===== src/source/cpu_pkg.sv =====
package cpu_pkg;

	// ~~~~~~~~~~~~~~~~~~~~~~~~~~~~~~~~~~~~~~~~~~~~~~~~~
	// Sizes
	// ~~~~~~~~~~~~~~~~~~~~~~~~~~~~~~~~~~~~~~~~~~~~~~~~~
	localparam int WORD_W     = 32;
	localparam int NUM_REGS   = 8;
	localparam int ADDR_W     = 8;
	localparam int IMEM_DEPTH = 256;
	localparam int DMEM_DEPTH = 256;

	typedef logic [WORD_W-1:0] word_t;
	typedef logic [2:0]        reg_idx_t;
	typedef logic [ADDR_W-1:0] addr_t;  // Addresses both memories.

	// ~~~~~~~~~~~~~~~~~~~~~~~~~~~~~~~~~~~~~~~~~~~~~~~~~
	// Instruction format
	// ~~~~~~~~~~~~~~~~~~~~~~~~~~~~~~~~~~~~~~~~~~~~~~~~~
	typedef enum logic [3:0] {
		OP_ADD, OP_SUB, OP_AND, OP_OR, OP_XOR, OP_SHL, OP_SHR, OP_ADDI,
		OP_LOAD, OP_STORE, OP_BR, OP_JAL, OP_HALT  // Codes 13 to 15 also halt.
	} opcode_e;

	typedef enum logic [2:0] {
		COND_ALWAYS, COND_EQ, COND_NE, COND_NEG,
		COND_POS, COND_CARRY, COND_OVFL, COND_NEVER
	} cond_e;

	typedef struct packed {
		opcode_e            opcode;  // Bits 31 to 28.
		reg_idx_t           rd;
		reg_idx_t           ra;
		reg_idx_t           rb;
		cond_e              cond;
		logic signed [15:0] imm;
	} instr_t;

	// ~~~~~~~~~~~~~~~~~~~~~~~~~~~~~~~~~~~~~~~~~~~~~~~~~
	// Execution
	// ~~~~~~~~~~~~~~~~~~~~~~~~~~~~~~~~~~~~~~~~~~~~~~~~~
	typedef enum logic [2:0] {
		ALU_ADD, ALU_SUB, ALU_AND, ALU_OR, ALU_XOR, ALU_SHL, ALU_SHR
	} alu_op_e;

	typedef struct packed {
		logic o;
		logic s;
		logic c;  // Carry out, or no borrow on subtract.
		logic z;
	} flags_t;

	typedef enum logic [1:0] {
		WB_ALU, WB_MEM, WB_LINK
	} wb_sel_e;

endpackage

===== src/source/ctrl_if.sv =====
interface ctrl_if;
	import cpu_pkg::*;

	alu_op_e alu_op;
	logic    use_imm;         // Second operand is the sign-extended imm.
	logic    reg_we;
	logic    flag_we;
	logic    mem_we;
	logic    pc_we;
	logic    take_branch_ok;  // Lets the condition test move the PC.
	logic    jump;
	wb_sel_e wb_sel;

	modport ctrl (
		output alu_op, use_imm,
		output reg_we, flag_we, mem_we, pc_we,
		output take_branch_ok, jump, wb_sel
	);

	modport dp (
		input alu_op, use_imm,
		input reg_we, flag_we, mem_we, pc_we,
		input take_branch_ok, jump, wb_sel
	);

endinterface


===== src/source/alu.sv =====
module alu (
	input  cpu_pkg::word_t  a,
	input  cpu_pkg::word_t  b,
	ctrl_if.dp              ctrl,
	output cpu_pkg::word_t  result,
	output cpu_pkg::flags_t alu_flags
);
	import cpu_pkg::*;

	logic       carry;
	logic       ovfl;
	logic [4:0] shamt;

	assign shamt = b[4:0];

	always_comb begin
		carry = 1'b0;
		ovfl  = 1'b0;
		case (ctrl.alu_op)
			ALU_ADD: begin
				{carry, result} = {1'b0, a} + {1'b0, b};
				ovfl = (a[31] == b[31]) && (result[31] != a[31]);
			end
			ALU_SUB: begin
				{carry, result} = {1'b0, a} + {1'b0, ~b} + 33'd1;  // Carry set means no borrow.
				ovfl = (a[31] != b[31]) && (result[31] != a[31]);
			end
			ALU_AND: result = a & b;
			ALU_OR:  result = a | b;
			ALU_XOR: result = a ^ b;
			ALU_SHL: {carry, result} = {1'b0, a} << shamt;  // Last bit out lands in carry.
			ALU_SHR: {result, carry} = {a, 1'b0} >> shamt;
			default: result = '0;
		endcase
	end

	assign alu_flags = '{
		o: ovfl,
		s: result[31],
		c: carry,
		z: (result == '0)
	};

endmodule


===== src/flat_wrapper.sv =====
// flat-port wrapper written by rule: the top's interface ports become plain ports
module alu_flat import cpu_pkg::*;
  (a, b, result, alu_flags, ctrl_alu_op, ctrl_use_imm, ctrl_reg_we, ctrl_flag_we, ctrl_mem_we, ctrl_pc_we, ctrl_take_branch_ok, ctrl_jump, ctrl_wb_sel);
  ctrl_if ctrl_i ();
  input  cpu_pkg::word_t a;
  input  cpu_pkg::word_t b;
  output cpu_pkg::word_t result;
  output cpu_pkg::flags_t alu_flags;
  input wire logic [$bits(ctrl_i.alu_op)-1:0] ctrl_alu_op;
  input wire logic [$bits(ctrl_i.use_imm)-1:0] ctrl_use_imm;
  input wire logic [$bits(ctrl_i.reg_we)-1:0] ctrl_reg_we;
  input wire logic [$bits(ctrl_i.flag_we)-1:0] ctrl_flag_we;
  input wire logic [$bits(ctrl_i.mem_we)-1:0] ctrl_mem_we;
  input wire logic [$bits(ctrl_i.pc_we)-1:0] ctrl_pc_we;
  input wire logic [$bits(ctrl_i.take_branch_ok)-1:0] ctrl_take_branch_ok;
  input wire logic [$bits(ctrl_i.jump)-1:0] ctrl_jump;
  input wire logic [$bits(ctrl_i.wb_sel)-1:0] ctrl_wb_sel;
  assign ctrl_i.alu_op = ctrl_alu_op;
  assign ctrl_i.use_imm = ctrl_use_imm;
  assign ctrl_i.reg_we = ctrl_reg_we;
  assign ctrl_i.flag_we = ctrl_flag_we;
  assign ctrl_i.mem_we = ctrl_mem_we;
  assign ctrl_i.pc_we = ctrl_pc_we;
  assign ctrl_i.take_branch_ok = ctrl_take_branch_ok;
  assign ctrl_i.jump = ctrl_jump;
  assign ctrl_i.wb_sel = ctrl_wb_sel;
  alu u_core (.a(a), .b(b), .ctrl(ctrl_i), .result(result), .alu_flags(alu_flags));
endmodule

===== config.mk =====
export PLATFORM = sky130hd
export DESIGN_NAME = alu_flat
export DESIGN_NICKNAME = d
export VERILOG_FILES = /design/src/source/cpu_pkg.sv /design/src/source/ctrl_if.sv /design/src/source/alu.sv /design/src/flat_wrapper.sv
export SDC_FILE = /design/constraint.sdc
export NUM_CORES = 1
export LEC_CHECK = 0
export ABC_AREA = 1
export CAP_MARGIN = 10
export CELL_PAD_IN_SITES_DETAIL_PLACEMENT = 0
export CELL_PAD_IN_SITES_GLOBAL_PLACEMENT = 2
export CORE_ASPECT_RATIO = 0.7
export CORE_MARGIN = 5
export CORE_UTILIZATION = 35
export DETAILED_ROUTE_END_ITERATION = 7
export DONT_BUFFER_PORTS = 1
export PLACE_DENSITY = 0.95
export SYNTH_ARGS = -nofsm -noshare
export SYNTH_HDL_FRONTEND = slang
export SYNTH_SLANG_ARGS = --single-unit

===== constraint.sdc =====
create_clock -name vclk -period 5.88
set_clock_uncertainty 0.2 [all_clocks]
set_input_delay 1.176 -clock vclk [all_inputs]
set_output_delay 1.176 -clock vclk [all_outputs]
set_load 0.005 [all_outputs]

==> key figures, run 1 <==
Drt
  – Per-cell via count in the routed design: 5.65
  – Iteration-0 DRC Markers: 2,077
  – Average routed wire per standard cell: 21.0 um
  – Via count: 13,400
  – Number of detailed-route iterations in the first pass: 6
  – Antenna-violating nets left: 0
  – Sum of routed wire length over all layers: 49.9 mm
  – Remaining design rule violation count: 0

Power and ir drop
  – VDD IR max: 0.0478 mV
  – Clock Power Share: 0
  – Part of the total power dissipated in combinational logic: 1.000
  – Sequential cell fraction of total power: 0
  – P per Cell Area: 93.6 nW/um2
  – Lkg Pwr: 5.95 nW
  – Total net switching power: 679 uW
  – Switching portion of total power: 0.711
  – Total internal power: 276 uW

Cells and area
  – FF+latch count: 0
  – Final non-filler cell area: 10,200 um2
  – Final std cells w/o fill: 2,372
  – Sequential cell area: 0 um2
  – Layout cells sized above 1: 0.0250
  – Multi-input combinational cell area: 8250 um2
  – ANT cells: 0
  – Synthesis-to-layout area growth: 2.09%
  – Nets: 2,188
  – Total of fill cells in the finished design: 3,328
  – Number of clock buffers in the layout: 0

Timing
  – Achievable Freq: 0.179 GHz
  – Setup TNS: 0 ns
  – Fin crit share: 0.950
  – Max-slew violation total from the final report: 0
  – Setup repair after global routing missed its margin: false
  – Time the worst path needs with I/O delays and setup: 5.59 ns
  – Actual transition at the worst max-transition pin: 0.829 ns
  – Worst slew margin relative to its limit: 0.447
  – Hold Violations, Final: 0
  – Final setup vio count: 0

Yosys
  – Fraction of the yosys area taken by sequential cells: 0
  – Cells after synthesis: 2,074
  – Mapped cell area: 10,000 um2
  – Unique masters post-synth: 41
  – Total number of yosys warnings: 0
  – Synthesized netlist net count: 2,259
  – Synth Area per Inst: 4.82 um2

Clocking
  – Post-CTS Repair Setup Buffers: 0
  – Total of cells resized after clock tree synthesis: 0
  – Number of buffers inserted for hold repair after clock tree synthesis: 0

Place
  – GP Congestion: 1.04
  – Total half-perimeter wirelength after legalization and detailed placement: 41.8 mm
  – Number of port buffers: 0
  – Number of instances in the placed design: 2,372
  – Placed cell areas: 10,200 um2

Global route
  – Combined global-route utilization of all metal layers: 0.296
  – Global-route congestion overflow total: 0
  – Maximum number of pins on one net before global-route repair: 74
  – Wire length of the first global-routing pass: 72.8 mm
  – Initial antenna violation count: 2
  – Via count of the first global-routing pass: 11,500

Floorplanning
  – Number of primary I/O pins: 112
  – Die Wd: 212 um
  – Die footprint: 32,100 um2
  – Initial core utilization: 0.357
  – Cell row count: 51
  – Chip height: 151 um
  – Floorplan core area: 28,000 um2

Setup path
  – WS Path Type: primary input to output pin
  – Critical path, cell by cell: inv_1 -> ha_1 -> nand2_1 -> nor2_1 -> inv_1 -> nor2_1 -> nand4_1 -> nand3_1 -> nand2_1 -> nand3_1 -> nand3_1 -> nor2_1 -> nand2_1 -> nor2_1 -> nand2_1 -> nor2_1 -> buf_4
  – Max stage delay cell, worst path: ha_1
  – Data required, critical path: 4.50 ns
  – Crit-path max cell delay: 0.47 ns
  – Top cell by count, worst path: nor2_1
  – Type of destination of the critical path: output pin
  – Startpoint kind of the worst setup timing path: primary input
  – Critical path arrival: 4.21 ns
  – CP Max Fanout: 9

Run status
  – Result of the run: finished clean

Job
  – Max capacitance violation total: 0

Min path
  – Path type of the worst min-delay path: primary input to output pin
  – Min-Delay Path Depth: 3
synth_stat cells (2+ instances only):
| master | n | area [um2] |
|---|---|---|
| a211oi_1 | 3 | 22.5 |
| a21o_1 | 2 | 15.0 |
| a21oi_1 | 83 | 415 |
| a221oi_1 | 2 | 17.5 |
| and2_1 | 13 | 81.3 |
| buf_1 | 11 | 41.3 |
| buf_2 | 52 | 260 |
| buf_4 | 11 | 82.6 |
| clkbuf_1 | 18 | 67.6 |
| clkbuf_2 | 6 | 30.0 |
| fa_1 | 2 | 40.0 |
| ha_1 | 107 | 1340 |
| inv_1 | 327 | 1230 |
| inv_2 | 11 | 41.3 |
| mux2i_1 | 3 | 30.0 |
| nand2_1 | 635 | 2380 |
| nand2_2 | 5 | 31.3 |
| nand3_1 | 435 | 2180 |
| nand3_2 | 2 | 20.0 |
| nand4_1 | 29 | 181 |
| nor2_1 | 181 | 679 |
| nor3_1 | 17 | 85.1 |
| o211ai_1 | 16 | 120 |
| o21a_1 | 6 | 45.0 |
| o21ai_0 | 49 | 245 |
| o21ai_1 | 4 | 20.0 |
| o21bai_1 | 4 | 30.0 |
| o221ai_1 | 4 | 35.0 |
| o22ai_1 | 22 | 138 |
| or2_0 | 2 | 12.5 |
| or2_2 | 2 | 12.5 |
cells by family (layout without fill, tap and decap cells):
logic type / after synthesis / after routing / share of synthesized area
AOI/OAI and AO/OA: 197 / 197 / 0.112
xor gates and xnor gates: 1 / 1 / 0.000876
adders and majority gates: 109 / 109 / 0.138
buffers and inverters: 437 / 364 / 0.176
muxes: 3 / 3 / 0.00300
and+or+nand+nor: 1327 / 1327 / 0.570
worst paths after layout:
check | startpoint | endpoint | slack, ns
worst max-delay path | b[18] | alu_flags[0] | 0.29
worst min-delay path | a[31] | alu_flags[1] | 2.45
cells in the final DEF (no fill, tap or decap):
cell	count
a221oi_1	2
o221ai_1	4
a211oi_1	3
ha_1	107
inv_2	12
or2_0	2
nor3b_1	1
inv_1	326
o211ai_1	16
nor2_1	181
nand4_1	29
a21oi_1	83
nand3_1	435
nand3_2	2
nor4_1	1
nor3_2	2
o21bai_1	4
nand2_2	5
and2_1	13
mux2i_1	3
a31oi_1	1
nor2_2	1
o21ai_0	49
a21o_1	2
o21ai_1	4
o21a_1	6
or2_2	2
o22ai_1	22
nand2_1	635
xor2_1	1
buf_12	3
o41ai_1	1
nor2b_1	1
and3_1	1
buf_4	23
fa_1	2
nor3_1	16
power groups by stage:
stage                     combinational (mW)  sequential (mW)  clock, mW
after floorplan                        0.661                0          0
after global placement                 0.920                0          0
after detailed placement               0.922                0          0
after CTS                              0.927                0          0
after global routing                    1.05                0          0
final                                  0.956                0          0
per-layer routing:
metal / GRT usage / wire (um) / up-vias
met5: 0 / 13 / -
met2: 0.428 / 19600 / 792
met4: 0.0364 / 766 / 2
met3: 0.0580 / 6550 / 45
li1: - / - / 6506
met1: 0.462 / 23000 / 6066
worst max-delay path, delay by kind of cell:
kind	cells	cell delay, ns
fa+ha+maj	1	0.47
simple gates	13	2.33
buf+inv	3	0.22
cell type report:
class | count | share of cell area
Multi-Input combinational cell | 1637 | 0.808
Inverter | 338 | 0.124
Timing Repair Buffer | 26 | 0.0228
Tap cell | 371 | 0.0454
stage by stage:
stage / hold slack [ns] / util / setup WS (ns) / power [mW]
CTS: 2.46 / 0.365 / 0.411 / 0.927
detailed placement: 2.46 / 0.365 / 0.427 / 0.922
floorplan: 2.42 / - / 0.933 / 0.661
global placement: 2.45 / 0.365 / 0.457 / 0.920
global route: 2.48 / 0.365 / 0.154 / 1.05
finish: 2.45 / 0.365 / 0.293 / 0.956
Note: power is estimated with default switching activity, not from simulation.
==> run 2: changes to the inputs <==
--- a/config.mk
+++ b/config.mk
@@ -11,10 +11,10 @@
 export CELL_PAD_IN_SITES_GLOBAL_PLACEMENT = 2
 export CORE_ASPECT_RATIO = 0.7
 export CORE_MARGIN = 5
-export CORE_UTILIZATION = 35
+export CORE_UTILIZATION = 31
 export DETAILED_ROUTE_END_ITERATION = 7
 export DONT_BUFFER_PORTS = 1
-export PLACE_DENSITY = 0.95
+export PLACE_DENSITY = 0.93
 export SYNTH_ARGS = -nofsm -noshare
 export SYNTH_HDL_FRONTEND = slang
 export SYNTH_SLANG_ARGS = --single-unit
==> run 2 against run 1 <==
Sequential cell count unchanged. Fmax decreased by 0.58%. Worst setup slack got worse by 0.033 ns. Final area increased by 0.88%. Power increased by 0.48%. Routed wire length increased by 1.9%. Global-route usage decreased by 2.9 points. Critical path type unchanged. Largest cell class unchanged.
==> key figures, run 2 (same netlist as run 1, synthesis figures left out) <==
Power and ir drop
  – Switching portion of total power: 0.709 (-0.00145)
  – Part of the total power dissipated in combinational logic: 1.000 (about the same)
  – VDD IR max: 0.0373 mV (-22%)
  – Sequential cell fraction of total power: 0 (unchanged)
  – Lkg Pwr: 5.97 nW (+0.32%)
  – Clock Power Share: 0 (unchanged)
  – Total internal power: 279 uW (+0.98%)
  – P per Cell Area: 93.2 nW/um2 (-0.40%)
  – Total net switching power: 681 uW (+0.28%)

Drt
  – Iteration-0 DRC Markers: 2,024 (-2.6%)
  – Remaining design rule violation count: 0 (unchanged)
  – Antenna-violating nets left: 0 (unchanged)
  – Via count: 13,400 (-0.43%)
  – Average routed wire per standard cell: 20.9 um (-0.67%)
  – Per-cell via count in the routed design: 5.49 (-3.0%)
  – Number of detailed-route iterations in the first pass: 8 (+2)
  – Sum of routed wire length over all layers: 50.9 mm (+1.9%)

Place
  – Total half-perimeter wirelength after legalization and detailed placement: 43.1 mm (+3.2%)
  – GP Congestion: 1.00 (-3.5%)
  – Number of instances in the placed design: 2,434 (+2.6%)
  – Number of port buffers: 0 (unchanged)

Timing
  – Time the worst path needs with I/O delays and setup: 5.62 ns (+0.0326 ns)
  – Achievable Freq: 0.178 GHz (-0.58%)
  – Hold Violations, Final: 0 (unchanged)
  – Worst hold-check slack: 2.45 ns (-0.00727 ns)
  – Actual transition at the worst max-transition pin: 0.852 ns (+0.0232 ns)
  – Setup TNS: 0 ns (unchanged)
  – Final setup vio count: 0 (unchanged)
  – Setup repair after global routing missed its margin: false
  – Max-slew violation total from the final report: 0 (unchanged)
  – Fin crit share: 0.956 (+0.00555)
  – Worst slew margin relative to its limit: 0.430 (-0.0171)

Clocking
  – Total of cells resized after clock tree synthesis: 0 (unchanged)
  – Post-CTS Repair Setup Buffers: 0 (unchanged)
  – Number of buffers inserted for hold repair after clock tree synthesis: 0 (unchanged)

Cells and area
  – Total of fill cells in the finished design: 3,876 (+16%)
  – Most common cell after layout, fill and taps aside: nand2_1
  – Layout cells sized above 1: 0.0279 (+0.00291)
  – Final std cells w/o fill: 2,434 (+2.6%)
  – FF+latch count: 0 (unchanged)
  – ANT cells: 0 (unchanged)
  – Core Util, Final: 0.321 (-0.0433)
  – Synthesis-to-layout area growth: 2.99%
  – Number of clock buffers in the layout: 0 (unchanged)
  – Commonest cells after routing, fill and taps aside: 635 x nand2_1, 435 x nand3_1, 326 x inv_1, 181 x nor2_1, 107 x ha_1
  – Sequential cell area: 0 um2 (unchanged)
  – Nets: 2,194 (+0.27%)

Setup path
  – Type of destination of the critical path: output pin
  – Startpoint kind of the worst setup timing path: primary input
  – Critical path arrival: 4.24 ns (+0.03 ns)
  – CP Max Fanout: 7 (-2)
  – Data required, critical path: 4.50 ns (about the same)
  – WS Path Type: primary input to output pin
  – Launch point of the critical path: b[4]
  – Last element of the critical path: alu_flags[0]

Global route
  – Global-route congestion overflow total: 0 (unchanged)
  – Wire length of the first global-routing pass: 74.7 mm (+2.5%)
  – Combined global-route utilization of all metal layers: 0.267 (-0.0290)
  – Initial antenna violation count: 0 (-2)
  – Maximum number of pins on one net before global-route repair: 74 (unchanged)
  – Via count of the first global-routing pass: 11,900 (+2.8%)

Floorplanning
  – Cell row count: 55 (+7.8%)
  – Die Wd: 225 um (+6.0%)
  – Initial core utilization: 0.312 (-0.0452)
  – Die footprint: 36,000 um2 (+12%)
  – Chip height: 160 um (+5.8%)
  – Number of primary I/O pins: 112 (unchanged)
  – Floorplan core area: 32,100 um2 (+14%)

Job
  – Max capacitance violation total: 0 (unchanged)

Min path
  – Path type of the worst min-delay path: primary input to output pin

Run status
  – Result of the run: finished clean
-- run 2: routing by layer --
layer | routed length (um) | up-vias | global-route usage
li1 | - | 6515 | -
met1 | 23500 | 6046 | 0.411
met2 | 19600 | 749 | 0.374
met3 | 6900 | 44 | 0.0758
met4 | 875 | 0 | 0.0371
met5 | 0 | - | 0
-- run 2: area by class of cell --
cell class	count	area, um2	share of cell area
inverter	338	1270	0.123
multi-input combinational	1637	8250	0.800
timing repair buffer	32	253	0.0245
tap	427	534	0.0519
-- run 2: metrics by stage --
stage                     power, mW  instance area [um2]  setup WS [ns]
after floorplan               0.661                10000          0.933
after global placement        0.925                10300          0.469
after detailed placement      0.928                10300          0.455
after CTS                     0.933                10300          0.448
after global routing           1.06                10300         0.0956
final                         0.960                10300          0.260
-- run 2: worst max-delay path: stages --
cell,delay (ns)
inv_1,0.07
ha_1,0.46
inv_1,0.17
nand2_1,0.09
nand2_1,0.08
inv_1,0.06
nand3_1,0.28
nand2_1,0.14
nand2_1,0.15
nand2_1,0.17
nand4_1,0.10
nand3_1,0.12
nand3_1,0.20
nor2_1,0.20
nand2_1,0.07
nor2_1,0.20
nand2_1,0.24
nor2_1,0.15
buf_4,0.12
-- run 2: worst min path at each step --
stage / start / endpoint / slack (ns) / cells past startpoint
2_1_floorplan: a[31] / alu_flags[3] / 2.42 / 3
3_3_place_gp: a[31] / alu_flags[3] / 2.45 / 3
3_5_place_dp: a[31] / alu_flags[1] / 2.45 / 3
4_1_cts: a[31] / alu_flags[1] / 2.45 / 3
5_1_grt: a[31] / alu_flags[1] / 2.49 / 3
6_report: a[31] / alu_flags[1] / 2.45 / 3
-- run 2: power by group through the flow --
stage          clock network (mW)  logic, mW  registers, mW
2_1_floorplan                   0      0.661              0
3_3_place_gp                    0      0.925              0
3_5_place_dp                    0      0.928              0
4_1_cts                         0      0.933              0
5_1_grt                         0       1.06              0
6_report                        0      0.960              0
